==> src/common/usb_rx_defs.svh <==
// FIFO depth, packet length width and CRC polynomial and residual macros

`ifndef USB_RX_DEFS_SVH
`define USB_RX_DEFS_SVH

// 16 entries in the byte FIFO
`define USB_RX_FIFO_DEPTH_LOG2 4
`define USB_PKT_LEN_W 7

// CRC polynomials without the top term, and the good-packet residuals
`define USB_CRC5_POLY 5'h05
`define USB_CRC16_POLY 16'h8005
`define USB_CRC5_RESIDUAL 5'b01100
`define USB_CRC16_RESIDUAL 16'h800D

`endif

==> src/common/usb_line_pkg.sv <==
// line-level counter types and the EOP and SYNC state enums of the receiver

package usb_line_pkg;

	// DPLL phase counter, four clocks per bit
	typedef logic [1:0] dpll_cnt_t;

	// bit position in a byte and run length of ones
	typedef logic [2:0] bit_cnt_t;

	// SE0 counting toward end of packet
	typedef enum logic [2:0] {
		EOP_IDLE,
		EOP_SE0_ONE,
		EOP_SE0_TWO,
		EOP_SE0_MANY,
		EOP_WAIT_J
	} eop_state_t;

	// K-J search through the SYNC field
	typedef enum logic [2:0] {
		SYNC_IDLE,
		SYNC_K1,
		SYNC_J1,
		SYNC_K2,
		SYNC_J2,
		SYNC_K3,
		SYNC_J3,
		SYNC_K4
	} sync_state_t;

endpackage

==> src/common/usb_packet_pkg.sv <==
// byte, PID, CRC, length and FIFO entry types plus the checker state enum

`include "usb_rx_defs.svh"

package usb_packet_pkg;

	// one received byte, LSB first on the wire
	typedef logic [7:0] usb_byte_t;

	// PID nibble in [3:0], its complement in [7:4]
	typedef logic [7:0] usb_pid_t;

	// serial CRC registers
	typedef logic [4:0] crc5_t;
	typedef logic [15:0] crc16_t;

	// bytes in a packet, PID included
	typedef logic [`USB_PKT_LEN_W-1:0] pkt_len_t;

	// bit 8 marks end of packet, bits 7:0 hold a byte
	typedef logic [8:0] fifo_entry_t;

	// packet checker FSM
	typedef enum logic [1:0] {
		CHK_IDLE,
		CHK_FETCH,
		CHK_SHIFT,
		CHK_FINISH
	} chk_state_t;

endpackage

==> src/usb_rx/usb_line_rx.sv <==
// full-speed line receiver with DPLL, SYNC search, EOP detector and NRZI deserializer

`timescale 1ns/100ps

module usb_line_rx (
	input  logic                      usb_clk,
	input  logic                      rxreset,
	input  logic                      rxp,
	input  logic                      rxm,
	output usb_packet_pkg::usb_byte_t rx_data,
	output logic                      rx_valid,
	output logic                      rx_active
);

	import usb_line_pkg::*;

	// line states
	logic j;
	logic k;
	logic se0;
	logic data_valid;

	// DPLL
	logic      data_r;
	logic      transition;
	dpll_cnt_t dpll_counter;
	logic      dpll_ce;

	// state machines
	eop_state_t  eop_state;
	eop_state_t  eop_next;
	logic        eop_detected;
	sync_state_t sync_state;
	sync_state_t sync_next;
	logic        startrx;

	// deserializer
	bit_cnt_t bitcount;
	bit_cnt_t onecount;
	logic     lastrx;
	logic     rx_bit;
	logic     stuff_bit;
	logic     data_ce;

	assign j          = rxp & ~rxm;
	assign k          = ~rxp & rxm;
	assign se0        = ~rxp & ~rxm;
	assign data_valid = rxp ^ rxm;

	// ****************************************
	// DPLL
	// ****************************************

	// restart the phase on every J/K transition so the sample lands mid-bit
	assign transition = data_valid & (rxp != data_r);

	always_ff @(posedge usb_clk) begin
		if (rxreset) begin
			data_r       <= 1'b1;
			dpll_counter <= '0;
			dpll_ce      <= 1'b0;
		end else begin
			if (data_valid)
				data_r <= rxp;
			if (transition)
				dpll_counter <= '0;
			else
				dpll_counter <= dpll_counter + dpll_cnt_t'(1);
			dpll_ce <= (dpll_counter == '0);
		end
	end

	// ****************************************
	// EOP detection
	// ****************************************

	always_ff @(posedge usb_clk) begin
		if (rxreset)
			eop_state <= EOP_IDLE;
		else
			eop_state <= eop_next;
	end

	// at least three SE0 clocks, then J within one more clock
	always_comb begin
		eop_next     = EOP_IDLE;
		eop_detected = 1'b0;
		unique case (eop_state)
			EOP_IDLE: begin
				if (se0)
					eop_next = EOP_SE0_ONE;
			end
			EOP_SE0_ONE: begin
				if (se0)
					eop_next = EOP_SE0_TWO;
			end
			EOP_SE0_TWO: begin
				if (se0)
					eop_next = EOP_SE0_MANY;
			end
			EOP_SE0_MANY: begin
				if (se0)
					eop_next = EOP_SE0_MANY;
				else if (j)
					eop_detected = 1'b1;
				else
					eop_next = EOP_WAIT_J;
			end
			EOP_WAIT_J: begin
				eop_detected = j;
			end
			default: eop_next = EOP_IDLE;
		endcase
	end

	// ****************************************
	// SYNC search
	// ****************************************

	always_ff @(posedge usb_clk) begin
		if (rxreset)
			sync_state <= SYNC_IDLE;
		else if (dpll_ce)
			sync_state <= sync_next;
	end

	// KJKJKJKK, the leading K may be lost while the DPLL locks
	always_comb begin
		sync_next = SYNC_IDLE;
		startrx   = 1'b0;
		unique case (sync_state)
			SYNC_IDLE: begin
				if (k & ~rx_active)
					sync_next = SYNC_K1;
			end
			SYNC_K1: if (j) sync_next = SYNC_J1;
			SYNC_J1: if (k) sync_next = SYNC_K2;
			SYNC_K2: if (j) sync_next = SYNC_J2;
			SYNC_J2: if (k) sync_next = SYNC_K3;
			SYNC_K3: begin
				if (j)
					sync_next = SYNC_J3;
				else if (k)
					startrx = 1'b1;
			end
			SYNC_J3: if (k) sync_next = SYNC_K4;
			SYNC_K4: startrx = k;
			default: sync_next = SYNC_IDLE;
		endcase
	end

	// ****************************************
	// NRZI decode and bit unstuffing
	// ****************************************

	// no line change means a one
	assign rx_bit    = j ? lastrx : ~lastrx;
	assign stuff_bit = (onecount == bit_cnt_t'(6));
	assign data_ce   = dpll_ce & rx_active & ~se0 & ~eop_detected;

	always_ff @(posedge usb_clk) begin
		if (rxreset) begin
			rx_active <= 1'b0;
			rx_valid  <= 1'b0;
			bitcount  <= '0;
			onecount  <= '0;
			lastrx    <= 1'b0;
		end else begin
			rx_valid <= 1'b0;
			if (eop_detected) begin
				rx_active <= 1'b0;
			end else if (data_ce) begin
				if (stuff_bit) begin
					// the stuffed bit must toggle the line
					onecount <= '0;
					lastrx   <= ~lastrx;
					if (lastrx == j)
						rx_active <= 1'b0;
				end else begin
					onecount <= rx_bit ? onecount + bit_cnt_t'(1) : '0;
					lastrx   <= j;
					rx_valid <= (bitcount == bit_cnt_t'(7));
					bitcount <= bitcount + bit_cnt_t'(1);
				end
			end else if (dpll_ce & ~rx_active & startrx) begin
				// last two SYNC bits were K K, a one
				rx_active <= 1'b1;
				bitcount  <= '0;
				onecount  <= bit_cnt_t'(1);
				lastrx    <= 1'b0;
			end
		end
	end

	always_ff @(posedge usb_clk) begin
		if (data_ce & ~stuff_bit)
			rx_data <= {rx_bit, rx_data[7:1]};
	end

endmodule

==> src/source/rx_byte_fifo.sv <==
// circular byte FIFO with end-of-packet markers and sticky overflow flag

`timescale 1ns/100ps

`include "usb_rx_defs.svh"

module rx_byte_fifo (
	input  logic                        usb_clk,
	input  logic                        rxreset,
	input  usb_packet_pkg::usb_byte_t   rx_data,
	input  logic                        rx_valid,
	input  logic                        rx_active,
	input  logic                        pop,
	output usb_packet_pkg::fifo_entry_t rd_entry,
	output logic                        empty,
	output logic                        fifo_overflow
);

	import usb_packet_pkg::*;

	localparam int AW    = `USB_RX_FIFO_DEPTH_LOG2;
	localparam int DEPTH = 1 << AW;

	fifo_entry_t mem [DEPTH];

	// extra top bit tells full from empty
	logic [AW:0] wr_ptr;
	logic [AW:0] rd_ptr;
	logic        active_q;
	logic        end_mark;
	logic        wr_req;
	logic        full;
	fifo_entry_t wr_entry;

	assign end_mark = active_q & ~rx_active;
	assign wr_req   = rx_valid | end_mark;
	assign wr_entry = end_mark ? {1'b1, 8'h00} : {1'b0, rx_data};
	assign empty    = (wr_ptr == rd_ptr);
	assign full     = (wr_ptr[AW] != rd_ptr[AW]) && (wr_ptr[AW-1:0] == rd_ptr[AW-1:0]);

	always_ff @(posedge usb_clk) begin
		if (rxreset) begin
			wr_ptr        <= '0;
			rd_ptr        <= '0;
			active_q      <= 1'b0;
			fifo_overflow <= 1'b0;
		end else begin
			active_q <= rx_active;
			if (wr_req) begin
				if (full)
					fifo_overflow <= 1'b1;
				else
					wr_ptr <= wr_ptr + 1'b1;
			end
			if (pop & ~empty)
				rd_ptr <= rd_ptr + 1'b1;
		end
	end

	// storage and registered read port
	always_ff @(posedge usb_clk) begin
		if (wr_req & ~full)
			mem[wr_ptr[AW-1:0]] <= wr_entry;
		if (pop)
			rd_entry <= mem[rd_ptr[AW-1:0]];
	end

endmodule

==> src/source/usb_packet_checker.sv <==
// packet checker FSM with PID check, serial CRC5 and CRC16 and per-packet report

`timescale 1ns/100ps

`include "usb_rx_defs.svh"

module usb_packet_checker (
	input  logic                        usb_clk,
	input  logic                        rxreset,
	input  usb_packet_pkg::fifo_entry_t rd_entry,
	input  logic                        empty,
	input  logic                        hold,
	output logic                        pop,
	output usb_packet_pkg::usb_byte_t   byte_data,
	output logic                        byte_valid,
	output logic                        pkt_done,
	output usb_packet_pkg::usb_pid_t    pkt_pid,
	output usb_packet_pkg::pkt_len_t    pkt_len,
	output logic                        pkt_pid_ok,
	output logic                        pkt_crc_ok
);

	import usb_packet_pkg::*;

	chk_state_t state;
	pkt_len_t   len;
	crc5_t      crc5;
	crc16_t     crc16;
	logic [2:0] bit_cnt;
	logic       din;
	logic       crc5_fb;
	logic       crc16_fb;
	logic       pid_ok_next;
	logic       crc_ok_next;

	assign pop = (state == CHK_IDLE) & ~empty & ~hold;

	// bytes go into the CRCs LSB first
	assign din      = byte_data[bit_cnt];
	assign crc5_fb  = crc5[4] ^ din;
	assign crc16_fb = crc16[15] ^ din;

	// ****************************************
	// packet checks
	// ****************************************

	assign pid_ok_next = (pkt_pid[3:0] == ~pkt_pid[7:4]);

	always_comb begin
		unique case (pkt_pid[1:0])
			// token
			2'b01: crc_ok_next = (len == pkt_len_t'(3)) && (crc5 == `USB_CRC5_RESIDUAL);
			// data
			2'b11: crc_ok_next = (len >= pkt_len_t'(3)) && (crc16 == `USB_CRC16_RESIDUAL);
			// handshake is the PID alone
			2'b10: crc_ok_next = (len == pkt_len_t'(1));
			default: crc_ok_next = 1'b0;
		endcase
	end

	// ****************************************
	// FSM
	// ****************************************

	always_ff @(posedge usb_clk) begin
		if (rxreset) begin
			state      <= CHK_IDLE;
			len        <= '0;
			bit_cnt    <= '0;
			crc5       <= '1;
			crc16      <= '1;
			byte_valid <= 1'b0;
			pkt_done   <= 1'b0;
		end else begin
			byte_valid <= 1'b0;
			pkt_done   <= 1'b0;
			unique case (state)
				CHK_IDLE: begin
					if (pop)
						state <= CHK_FETCH;
				end
				CHK_FETCH: begin
					if (rd_entry[8]) begin
						// end marker, report and start over
						pkt_done <= 1'b1;
						len      <= '0;
						crc5     <= '1;
						crc16    <= '1;
						state    <= CHK_IDLE;
					end else begin
						bit_cnt <= '0;
						state   <= CHK_SHIFT;
					end
				end
				CHK_SHIFT: begin
					// PID byte stays out of the CRCs
					if (len != '0) begin
						crc5  <= {crc5[3:0], 1'b0} ^ (crc5_fb ? `USB_CRC5_POLY : 5'd0);
						crc16 <= {crc16[14:0], 1'b0} ^ (crc16_fb ? `USB_CRC16_POLY : 16'd0);
					end
					bit_cnt <= bit_cnt + 3'd1;
					if (bit_cnt == 3'd7) begin
						byte_valid <= 1'b1;
						state      <= CHK_FINISH;
					end
				end
				CHK_FINISH: begin
					len   <= len + pkt_len_t'(1);
					state <= CHK_IDLE;
				end
				default: state <= CHK_IDLE;
			endcase
		end
	end

	// byte and result registers
	always_ff @(posedge usb_clk) begin
		if (state == CHK_FETCH) begin
			if (rd_entry[8]) begin
				pkt_len    <= len;
				pkt_pid_ok <= pid_ok_next;
				pkt_crc_ok <= crc_ok_next;
			end else begin
				byte_data <= rd_entry[7:0];
				if (len == '0)
					pkt_pid <= rd_entry[7:0];
			end
		end
	end

endmodule

==> src/source/usb_rx_top.sv <==
// receive path top with line receiver, byte FIFO and packet checker

`timescale 1ns/100ps

module usb_rx_top (
	input  logic                      usb_clk,
	input  logic                      rxreset,
	input  logic                      rxp,
	input  logic                      rxm,
	input  logic                      hold,
	output usb_packet_pkg::usb_byte_t byte_data,
	output logic                      byte_valid,
	output logic                      pkt_done,
	output usb_packet_pkg::usb_pid_t  pkt_pid,
	output usb_packet_pkg::pkt_len_t  pkt_len,
	output logic                      pkt_pid_ok,
	output logic                      pkt_crc_ok,
	output logic                      fifo_overflow,
	output logic                      rx_active
);

	import usb_packet_pkg::*;

	usb_byte_t   rx_data;
	logic        rx_valid;
	logic        pop;
	logic        empty;
	fifo_entry_t rd_entry;

	usb_line_rx i_line_rx (
		.usb_clk   (usb_clk),
		.rxreset   (rxreset),
		.rxp       (rxp),
		.rxm       (rxm),
		.rx_data   (rx_data),
		.rx_valid  (rx_valid),
		.rx_active (rx_active)
	);

	rx_byte_fifo i_fifo (
		.usb_clk       (usb_clk),
		.rxreset       (rxreset),
		.rx_data       (rx_data),
		.rx_valid      (rx_valid),
		.rx_active     (rx_active),
		.pop           (pop),
		.rd_entry      (rd_entry),
		.empty         (empty),
		.fifo_overflow (fifo_overflow)
	);

	usb_packet_checker i_checker (
		.usb_clk    (usb_clk),
		.rxreset    (rxreset),
		.rd_entry   (rd_entry),
		.empty      (empty),
		.hold       (hold),
		.pop        (pop),
		.byte_data  (byte_data),
		.byte_valid (byte_valid),
		.pkt_done   (pkt_done),
		.pkt_pid    (pkt_pid),
		.pkt_len    (pkt_len),
		.pkt_pid_ok (pkt_pid_ok),
		.pkt_crc_ok (pkt_crc_ok)
	);

endmodule

==> config.mk <==
export PLATFORM = sky130hd
export DESIGN_NAME = usb_rx_top
export DESIGN_NICKNAME = d
export VERILOG_FILES = /design/src/common/usb_line_pkg.sv /design/src/common/usb_packet_pkg.sv /design/src/usb_rx/usb_line_rx.sv /design/src/source/rx_byte_fifo.sv /design/src/source/usb_packet_checker.sv /design/src/source/usb_rx_top.sv
export VERILOG_INCLUDE_DIRS = /design/src /design/src/common
export SDC_FILE = /design/constraint.sdc
export NUM_CORES = 1
export LEC_CHECK = 0
export BUFFER_PORTS_ARGS = -buffer_cell sky130_fd_sc_hd__buf_4
export CORE_MARGIN = 4
export CORE_UTILIZATION = 55
export CTS_CLUSTER_SIZE = 40
export DETAILED_ROUTE_END_ITERATION = 10
export GPL_ROUTABILITY_DRIVEN = 0
export PLACE_DENSITY_LB_ADDON = 0.3
export RECOVER_POWER = 50
export SKIP_CTS_REPAIR_TIMING = 1
export SYNTH_ARGS = -nofsm -noshare
export SYNTH_HDL_FRONTEND = slang
export SYNTH_HIERARCHICAL = 1
export SYNTH_SLANG_ARGS = --single-unit
==> constraint.sdc <==
create_clock -name usb_clk -period 3.7 [get_ports usb_clk]
set_clock_uncertainty 0.05 [all_clocks]
set_input_delay 0.185 -clock usb_clk [delete_from_list [all_inputs] [get_ports usb_clk]]
set_output_delay 0.185 -clock usb_clk [all_outputs]
set_load 0.005 [all_outputs]
# Yosys cells after proc, flatten, opt, wreduce, memory -nomap -nowiden
# Memories as Yosys holds them, arrays and structs flattened. A register that Yosys moved wholly into a read port is not among the register bits.
# Index checks and enable logic that the tools add are counted.
[totals] ff_bits=99 ramBits=144 in_bits=5 out_inout_bits=29 elab_cells=200 n_memories=1
[memory_table] memory="i_fifo.mem" words=16 word_bits=9 read_ports=1 rd_clocked_by_memory_dff=1 write_ports=1 line="rx_byte_fifo.sv:24" text="fifo_entry_t mem [DEPTH];"
[classes] addsub=7 order_cmp=2 eq_ne=38 muxes=59 bitwise_logic=37 reduce_logical=29
[ops] operator="$mux 16" count=3
[ops] operator="$mux 3" count=15
[ops] operator="$pmux 16 s2" count=1
[ops] operator="$eq 3x3->1 const B" count=8
[ops] operator="$pmux 3 s7" count=1
[ops] operator="$mux 1" count=19
[ops] operator="$and 1x1->1" count=16
[ops] operator="$eq 16x16->1 const B" count=1
[ops] operator="$reduce_and 2->1" count=8
[ops] operator="$xor 16x16->16" count=1
[ops] operator="$mux 2" count=7
[ops] operator="$not 1->1" count=14
[ops] operator="$pmux 7 s2" count=1
[ops] operator="$eq 3x2->1 const B" count=4
[ops] operator="$pmux 3 s4" count=1
[ops] operator="$reduce_and 3->1" count=4
[ops] operator="$add 5x1->5 const B" count=2
[ops] operator="$mux 5" count=2
[ops] operator="$ne 2x2->1 const B" count=5
[ops] operator="$pmux 5 s2" count=1
[ops] operator="$add 3x1->3 const B" count=3
[ops] operator="$mux 9" count=1
[ops] operator="$eq 2x2->1 const B" count=4
[ops] operator="$eq 4x4->1" count=2
[ops] operator="other kinds (31)" count=48

# Depth between registers and ports, before layout
# Gate-level depths: netlist of the first run.
[depth] word_depth=9 ltp_mapped=8 mapped_depth_nobuf=7

# Modules after synthesis
# The synthesis of the first run kept the hierarchy.
[modules_own_cells] mod="rx_byte_fifo" n_inst=1 cells_per_inst=351 area_per_inst_um2=6666.4
[modules_own_cells] mod="usb_packet_checker" n_inst=1 cells_per_inst=225 area_per_inst_um2=2428.6
[modules_own_cells] mod="usb_line_rx" n_inst=1 cells_per_inst=120 area_per_inst_um2=1257.5

# Worst setup path after synthesis of the first run
# Ideal clock, no wire load.
[synth_path] path_kind="register to register" startpoint="register i_fifo.wr_ptr[0]" endpoint="register i_fifo.rd_ptr[0]" setup_time_ns=0.121 arrival_ns=2.977 required_ns=3.529 setup_slack_ns=0.552 stages_incl_launch_ff=8 path_buffers=1 path_cell_list="dfxtp_1 xor2_1 nor4_4 buf_6 and2_1 nor4_1 a21boi_2 mux2_4"
[synth_via] elab_chain_cells=5
[synth_rtl] item="start: declaration" line="rx_byte_fifo.sv:27" text="logic [AW:0] wr_ptr;"
[synth_rtl] item="start signal: assignment" line="rx_byte_fifo.sv:53" text="wr_ptr <= wr_ptr + 1'b1;"
[synth_rtl] item="$eq 5x5->1" line="rx_byte_fifo.sv:38" text="assign empty = (wr_ptr == rd_ptr);"
[synth_rtl] item="net empty" line="usb_rx_top.sv:27" text="logic empty;"
[synth_rtl] item="$not 1->1" line="usb_packet_checker.sv:36" text="assign pop = (state == CHK_IDLE) & ~empty & ~hold;"
[synth_rtl] item="$and 1x1->1 (2 in a row)" line="usb_packet_checker.sv:36"
[synth_rtl] item="net pop" line="usb_rx_top.sv:26" text="logic pop;"
[synth_rtl] item="$and 1x1->1" line="rx_byte_fifo.sv:55" text="if (pop & ~empty)"
[synth_rtl] item="end signal: assignment" line="rx_byte_fifo.sv:56" text="rd_ptr <= rd_ptr + 1'b1;"
[synth_rtl] item="end: declaration" line="rx_byte_fifo.sv:28" text="logic [AW:0] rd_ptr;"
# The timed path passes the listed nets, and every way through them passes these cells.
# A chain may end at the register's enable or synchronous reset.

# Worst setup path after layout of the first run
[layout_path] startpoint="register i_line_rx.rx_active" endpoint="memory i_fifo/mem[12][8] (netlist bit), enable pin"
[layout_via] elab_chain_cells=6
[layout_rtl] item="start: declaration" line="usb_line_rx.sv:12" text="output logic rx_active"
[layout_rtl] item="start signal: assignment" line="usb_line_rx.sv:163" text="rx_active <= 1'b0;"
[layout_rtl] item="start signal: assignment" line="usb_line_rx.sv:171" text="rx_active <= 1'b0;"
[layout_rtl] item="start signal: assignment" line="usb_line_rx.sv:178" text="rx_active <= 1'b0;"
[layout_rtl] item="$not 1->1" line="rx_byte_fifo.sv:35" text="assign end_mark = active_q & ~rx_active;"
[layout_rtl] item="$and 1x1->1" line="rx_byte_fifo.sv:35"
[layout_rtl] item="net i_fifo.end_mark" line="rx_byte_fifo.sv:30" text="logic end_mark;"
[layout_rtl] item="$or 1x1->1" line="rx_byte_fifo.sv:36" text="assign wr_req = rx_valid | end_mark;"
[layout_rtl] item="$and 1x1->1" line="rx_byte_fifo.sv:62" text="if (wr_req & ~full)"
[layout_rtl] item="$mux 1" line="rx_byte_fifo.sv:62"
[layout_rtl] item="$mux 1 (implied by the code)" line="rx_byte_fifo.sv:63" text="mem[wr_ptr[AW-1:0]] <= wr_entry;"
[layout_rtl] item="end: declaration" line="rx_byte_fifo.sv:24"
# The timed path passes the listed nets, and every way through them passes these cells.

==> results of run 1 <==
worst reg2reg max path, cell delays in order (launching register included):
cell and delay, ns:
dfxtp_1 0.37, nand2b_1 0.29, inv_1 0.47, nor2_1 0.21, a21oi_2 0.69, and3_1 0.59
cell type report:
class                           instances  area, um2  share of cell area
Multi-Input combinational cell        392       3202              0.2753
Timing Repair Buffer                   40      284.0             0.02442
Tap cell                              229      286.5             0.02464
Clock inverter                         16      203.9             0.01754
Clock buffer                           29      661.9             0.05692
Sequential cell                       252       6908              0.5940
Inverter                               22      82.58            0.007101
cell families (layout without fill, tap and decap cells):
group / count (synthesis) / after routing / share of synthesized area
XOR/XNOR: 17 / 17 / 0.01438
AO/OA/AOI/OAI: 95 / 95 / 0.05959
adder cells (fa/ha/maj): 20 / 20 / 0.02417
AND/OR/NAND/NOR: 201 / 201 / 0.1068
multiplexers: 59 / 59 / 0.1060
flip-flops: 252 / 252 / 0.6672
buffers and inverters: 52 / 107 / 0.02188
routing by layer:
metal / routed length, um / up-vias
met5: 0 / -
met2: 10480 / 259
met3: 1836 / 38
met1: 9453 / 3063
met4: 552 / 0
li1: - / 2733
how the worst max path moves through the flow:
stage	slack [ns]	from	endpoint	cells after the start
global route	0.48	i_line_rx/rx_active	i_fifo/mem[12][8]	5
floorplan	0.55	i_fifo/wr_ptr[0]	i_fifo/rd_ptr[0]	7
global placement	0.96	i_fifo/rd_ptr[3]	i_fifo/mem[2][2]	4
CTS	0.79	i_fifo/rd_ptr[3]	i_fifo/mem[12][8]	4
finish	0.67	i_line_rx/rx_active	i_fifo/mem[12][8]	5
detailed placement	0.81	i_fifo/rd_ptr[3]	i_fifo/mem[12][4]	4
stage by stage:
stage          power, mW  cell area, um2  hold slack [ns]  std cells  worst slack, ns
2_1_floorplan      3.101           10350           0.2066        696           0.5521
3_3_place_gp       3.114           10800           0.3800        934           0.9566
3_5_place_dp       3.118           10800           0.3755        934           0.8124
4_1_cts            5.725           11660          -0.1356        979           0.7900
5_1_grt            5.862           11630          0.09123        980           0.4808
6_report           5.680           11630          0.07929        980           0.6736
cell usage in the layout, fill, tap and decap left out, types with 8 or more instances in the layout:
| cell | Yosys | layout |
|---|---|---|
| mux4_2 | 36 | 36 |
| nor2b_1 | 21 | 21 |
| mux2i_1 | 14 | 14 |
| buf_4 | 2 | 8 |
| and3_1 | 17 | 17 |
| inv_1 | 21 | 22 |
| o21ai_0 | 24 | 24 |
| clkbuf_4 | 0 | 26 |
| a211oi_1 | 11 | 11 |
| xnor2_1 | 11 | 11 |
| a21oi_1 | 30 | 30 |
| nand3_1 | 18 | 18 |
| clkbuf_1 | 19 | 8 |
| nor3_1 | 25 | 25 |
| dfxtp_1 | 66 | 65 |
| nor2_1 | 53 | 53 |
| and2_0 | 0 | 10 |
| ha_1 | 20 | 20 |
| nand2_1 | 20 | 20 |
| edfxtp_1 | 186 | 186 |
| clkbuf_16 | 0 | 26 |
state kept, by name (all words and copies together) (netlist names), 2 cells and up, named ones only:
signal                  cells
i_line_rx/rx_data           8
i_line_rx/dpll_counter      2
i_checker/bit_cnt           3
i_line_rx/eop_state         3
i_fifo/mem                144
i_checker/len               7
i_checker/pkt_pid           8
i_fifo/rd_entry             9
i_fifo/wr_ptr               5
i_checker/pkt_len           7
i_checker/byte_data         8
i_line_rx/onecount          3
i_fifo/rd_ptr               5
i_line_rx/sync_state        3
i_checker/crc5              5
i_checker/crc16            16
i_line_rx/bitcount          3
report_power, final:
| part | switching (mW) | leakage, nW | internal, mW |
|---|---|---|---|
| clock | 1.05 | 0.401 | 1.57 |
| sequential | 0.00525 | 2.22 | 3.00 |
| combinational | 0.0348 | 1.30 | 0.0172 |
| total | 1.09 | 3.92 | 4.59 |
==> flow_summary_export.csv, run 1 <==
group,metric,value,unit
critical_path,endpoint_kind,"flip-flop",
cells_and_area,drive_gt1_frac,0.1718,
cells_and_area,n_fill_cell,1249,
critical_path,r2r-end,"i_fifo/mem[12][8]",
cts,cts_tree,"built",
critical_path,r2r_start,"i_line_rx/rx_active",
route,wirelength,22320,um
grt,busiest_layer,"met2",
critical_path,cp_max_fo,17,
grt,grt_usage,0.2103,
synthesis,synth_cell_types,65,
timing,fmax,0.3304,GHz
synthesis,synth_warnings,6,
timing,final.period_utilization,0.8180,
critical_path,r2r_cells,5,
synthesis,synth_area_leaders,"edfxtp_1 54%, dfxtp_1 13%, mux4_2 7.8%, ha_1 2.4%, nor2_1 1.9%",
synthesis,async_flop_share,0,
route,drc,0,
timing,hold_viol,0,
cts,clk_latency,0.52,ns
grt,antenna_found_initial,0,
outcome,status,"finished clean",
grt,grt_use_met3,0.04178,
cts,clk_pin_slew,0.07,ns
synthesis,synthFlopType,"edfxtp_1",
route,avgRoutedWirePerCell,22.78,um
timing,setup_viol,0,
timing,final.setup.tns,0,ns
placed_design,io_buffers,33,
critical_path,critPathBufInv,1,
synthesis,yosysMostFrequentCell,"edfxtp_1",
route,drtIter0Drc,603,
synthesis,synth_top_area_share,0.5395,
min_path,holdPathEnd,"i_fifo/rd_ptr[2]",
critical_path,worstPathRequired,3.81,ns
floorplan,die_area,21080,um2
critical_path,critPathKind,"flip-flop to flip-flop",
floorplan,std_cell_rows,49,
route,dr.pass1.iters,5,
critical_path,start_kind,"flip-flop",
floorplan,io_pins,34,
synthesis,yosys_register_bits,252,
power_and_ir_drop,cellPowerDensity,488.4,nW/um2
cells_and_area,syn2layout_area_growth,12.33,%
timing,grt_setup_unrepaired,"no",
cells_and_area,post-route-util,0.6386,
power_and_ir_drop,ir_worst_vdd,0.3804,mV
floorplan,coreArea,18210,um2
run,max_cap_violations,0,
route,routed-via-count,6093,
grt,use_met1,0.3027,
cells_and_area,num-nets-final,758,
route,antenna_left,0,
timing,period_needed,3.026,ns
placed_design,post-dp-hpwl,14580,um
grt,grt_overflow,0,
critical_path,crit_arrival,3.13,ns
cts,cts.sinks,252,
timing,drv_slew,0,
critical_path,reg2reg_slack,0.67,ns
synthesis,yosys.area.top_type,"edfxtp_1",
synthesis,synthCells,696,
synthesis,synth.top_cells.by_count,"186 x edfxtp_1, 66 x dfxtp_1, 53 x nor2_1",
synthesis,synth-edff-count,186,
power_and_ir_drop,p_leak,3.921,nW
cells_and_area,diodes,0,
min_path,hold_depth,5,
cts,cts_buffer_depth,3,
grt,grt_max_degree,54,
grt,grt_pass1_vias,6088,
cts,cts_buffers,25,
synthesis,ys_seq_area_frac,0.6672,
critical_path,slowest_stage,"a21oi_2",
timing,worstMarginPinSlew,1.317,ns
cts,htreeDepth,1,
min_path,min_path_type,"input pin to flip-flop",
floorplan,die_w,145.2,um
min_path,hold_start,"hold",
grt,use_met2,0.3319,
synthesis,syn_avg_cell_area,14.87,um2
cts,root_buffer,"clkbuf_16",
route,routed_via_density,6.217,
grt,grt_pass1_wl,34970,um
critical_path,crit_chain,"nand2b_1, inv_1, nor2_1, a21oi_2, and3_1",
critical_path,crit_family,"simple AND/OR/NAND/NOR gates",
critical_path,max_stage_delay,0.69,ns
timing,slew_headroom,0.1217,
floorplan,die_y,145.2,um
floorplan,start_util,0.5685,
synthesis,syn_nets,721,
synthesis,synth_area,10350,um2
Power figures use the tool's default switching activity.
==> inputs of run 2 (changes only) <==
Clock period 3.7 ns to 2.9 ns, I/O delays scaled along.
==> run 2 against run 1 <==
  * Utilization fell by 0.19 points
  * Critical path depth did not move
  * Clock power rose by 20%
  * Die area did not move
  * Power rose by 24%
  * Worst setup slack got worse by 0.45 ns
  * Cell count rose by 0.41%
  * Sequential share of layout area rose by 0.18 points
  * Global-route usage fell by 1.1 points
  * Via count fell by 2.0%
  * Sequential power rose by 28%
  * Largest power group unchanged
  * Highest routed layer unchanged
==> flow_summary_export.csv, run 2 (synthesized netlist as in run 1, its figures left out) <==
group,metric,value,unit
cells_and_area,mostFrequentLayoutCells,"186 x edfxtp_1, 65 x dfxtp_1, 53 x nor2_1, 36 x mux4_2, 30 x a21oi_1",
cts,cts_tree,"built",
critical_path,cp_max_fo,17,
power_and_ir_drop,cellPowerDensity,607.7,nW/um2
placed_design,io_buffers,33,
route,dr.pass1.iters,5,
timing,hold_viol,0,
timing,setup_viol,0,
route,avgRoutedWirePerCell,21.45,um
cts,cts_buffers,25,
grt,grt_usage,0.1996,
floorplan,coreArea,18210,um2
grt,grt_overflow,0,
floorplan,io_pins,34,
floorplan,die_y,145.2,um
route,wirelength,21110,um
timing,worstMarginPinSlew,1.107,ns
cells_and_area,layout_commonest_cell,"edfxtp_1",
cts,cts_buffer_depth,3,
critical_path,critPathKind,"flip-flop to flip-flop",
cells_and_area,num-nets-final,762,
cells_and_area,largest_register_ffs,144,
cells_and_area,syn2layout_area_growth,11.99,%
route,antenna_left,0,
timing,drv_slew,0,
timing,grt_setup_unrepaired,"no",
route,drtIter0Drc,486,
grt,grt_pass1_wl,33270,um
critical_path,start_kind,"flip-flop",
cells_and_area,diodes,0,
cts,root_buffer,"clkbuf_16",
route,drc,0,
timing,hold_ws,0.06619,ns
grt,antenna_found_initial,0,
placed_design,post-dp-hpwl,13580,um
floorplan,std_cell_rows,49,
cts,clk_pin_slew,0.06,ns
timing,slew_headroom,0.2616,
cts,clk_latency,0.52,ns
timing,period_needed,2.679,ns
cells_and_area,final_cells,984,
floorplan,die_w,145.2,um
floorplan,start_util,0.5685,
floorplan,die_area,21080,um2
cts,htreeDepth,1,
cells_and_area,drive_gt1_frac,0.1722,
cells_and_area,n_fill_cell,1267,
critical_path,endpoint_kind,"flip-flop",
placed_design,dp.cells,937,
power_and_ir_drop,p_leak,3.941,nW
timing,final.setup.tns,0,ns
run,max_cap_violations,0,
min_path,min_path_type,"input pin to flip-flop",
outcome,status,"finished clean",
route,routed-via-count,5973,
route,routed_via_density,6.070,
power_and_ir_drop,ir_worst_vdd,0.3757,mV
grt,grt_max_degree,54,
critical_path,worstPathRequired,3.01,ns
timing,final.period_utilization,0.9238,
cts,cts.sinks,252,
critical_path,crit_arrival,2.79,ns
grt,grt_pass1_vias,5960,
timing,fmax,0.3733,GHz
==> run 2: cell types whose count changed in the layout (fill, tap and decap cells not counted), moves of 3 or more <==
cell        delta
clkinv_2       +6
buf_4          +4
clkinv_4       -3
clkinv_1       +3
clkinvlp_4     -6
==> run 2: cell type report <==
cell class / count / area [um2] / share of cell area
Clock buffer: 28 / 636.9 / 0.05493
Clock inverter: 17 / 163.9 / 0.01414
Inverter: 22 / 82.58 / 0.007123
Multi-Input combinational cell: 392 / 3196 / 0.2756
Sequential cell: 252 / 6908 / 0.5958
Tap cell: 229 / 286.5 / 0.02471
Timing Repair Buffer: 44 / 320.3 / 0.02763
==> run 2: final timing paths <==
| kind | slack [ns] | depth (start not counted) | start | end |
|---|---|---|---|---|
| setup / recovery | 0.22 | 5 | i_line_rx/rx_active | i_fifo/mem[13][1] |
| hold reg to reg | 0.39 | 0 | i_line_rx/rx_data[2] | i_line_rx/rx_data[1] |
| setup reg to reg | 0.22 | 5 | i_line_rx/rx_active | i_fifo/mem[13][1] |
| hold / removal | 0.07 | 2 | rxreset | i_fifo/active_q |
==> run 2: metal layers <==
layer	part of all wire	GRT usage	wire length, um	vias to the layer above
met5	0	0	0	-
met4	0.043	0.08594	903	0
met3	0.064	0.03586	1356	61
met2	0.50	0.3359	10540	220
met1	0.39	0.2577	8304	2947
li1	-	-	-	2745
==> run 2: stage by stage <==
stage	area [um2]	util	total power [mW]	setup slack, ns
finish	11590	0.6367	7.045	0.2210
global route	11590	0.6367	7.285	0.02745
CTS	11620	0.6381	7.115	0.2526
detailed placement	10820	0.5941	3.977	0.3226
global placement	10820	0.5941	3.974	0.4175
floorplan	10360	-	3.956	0.2650
==> run 2: critical path, stage by stage, from the launching register on <==
cell      delay, ns
dfxtp_1        0.38
nand2b_1       0.30
inv_2          0.30
nor2_1         0.16
a21oi_2        0.56
and3_1         0.57
==> run 2: where the power goes <==
group | switching, mW | internal (mW)
Clock | 1.30 | 1.85
Combinational | 0.0438 | 0.0227
Sequential | 0.00678 | 3.83
Total | 1.35 | 5.70
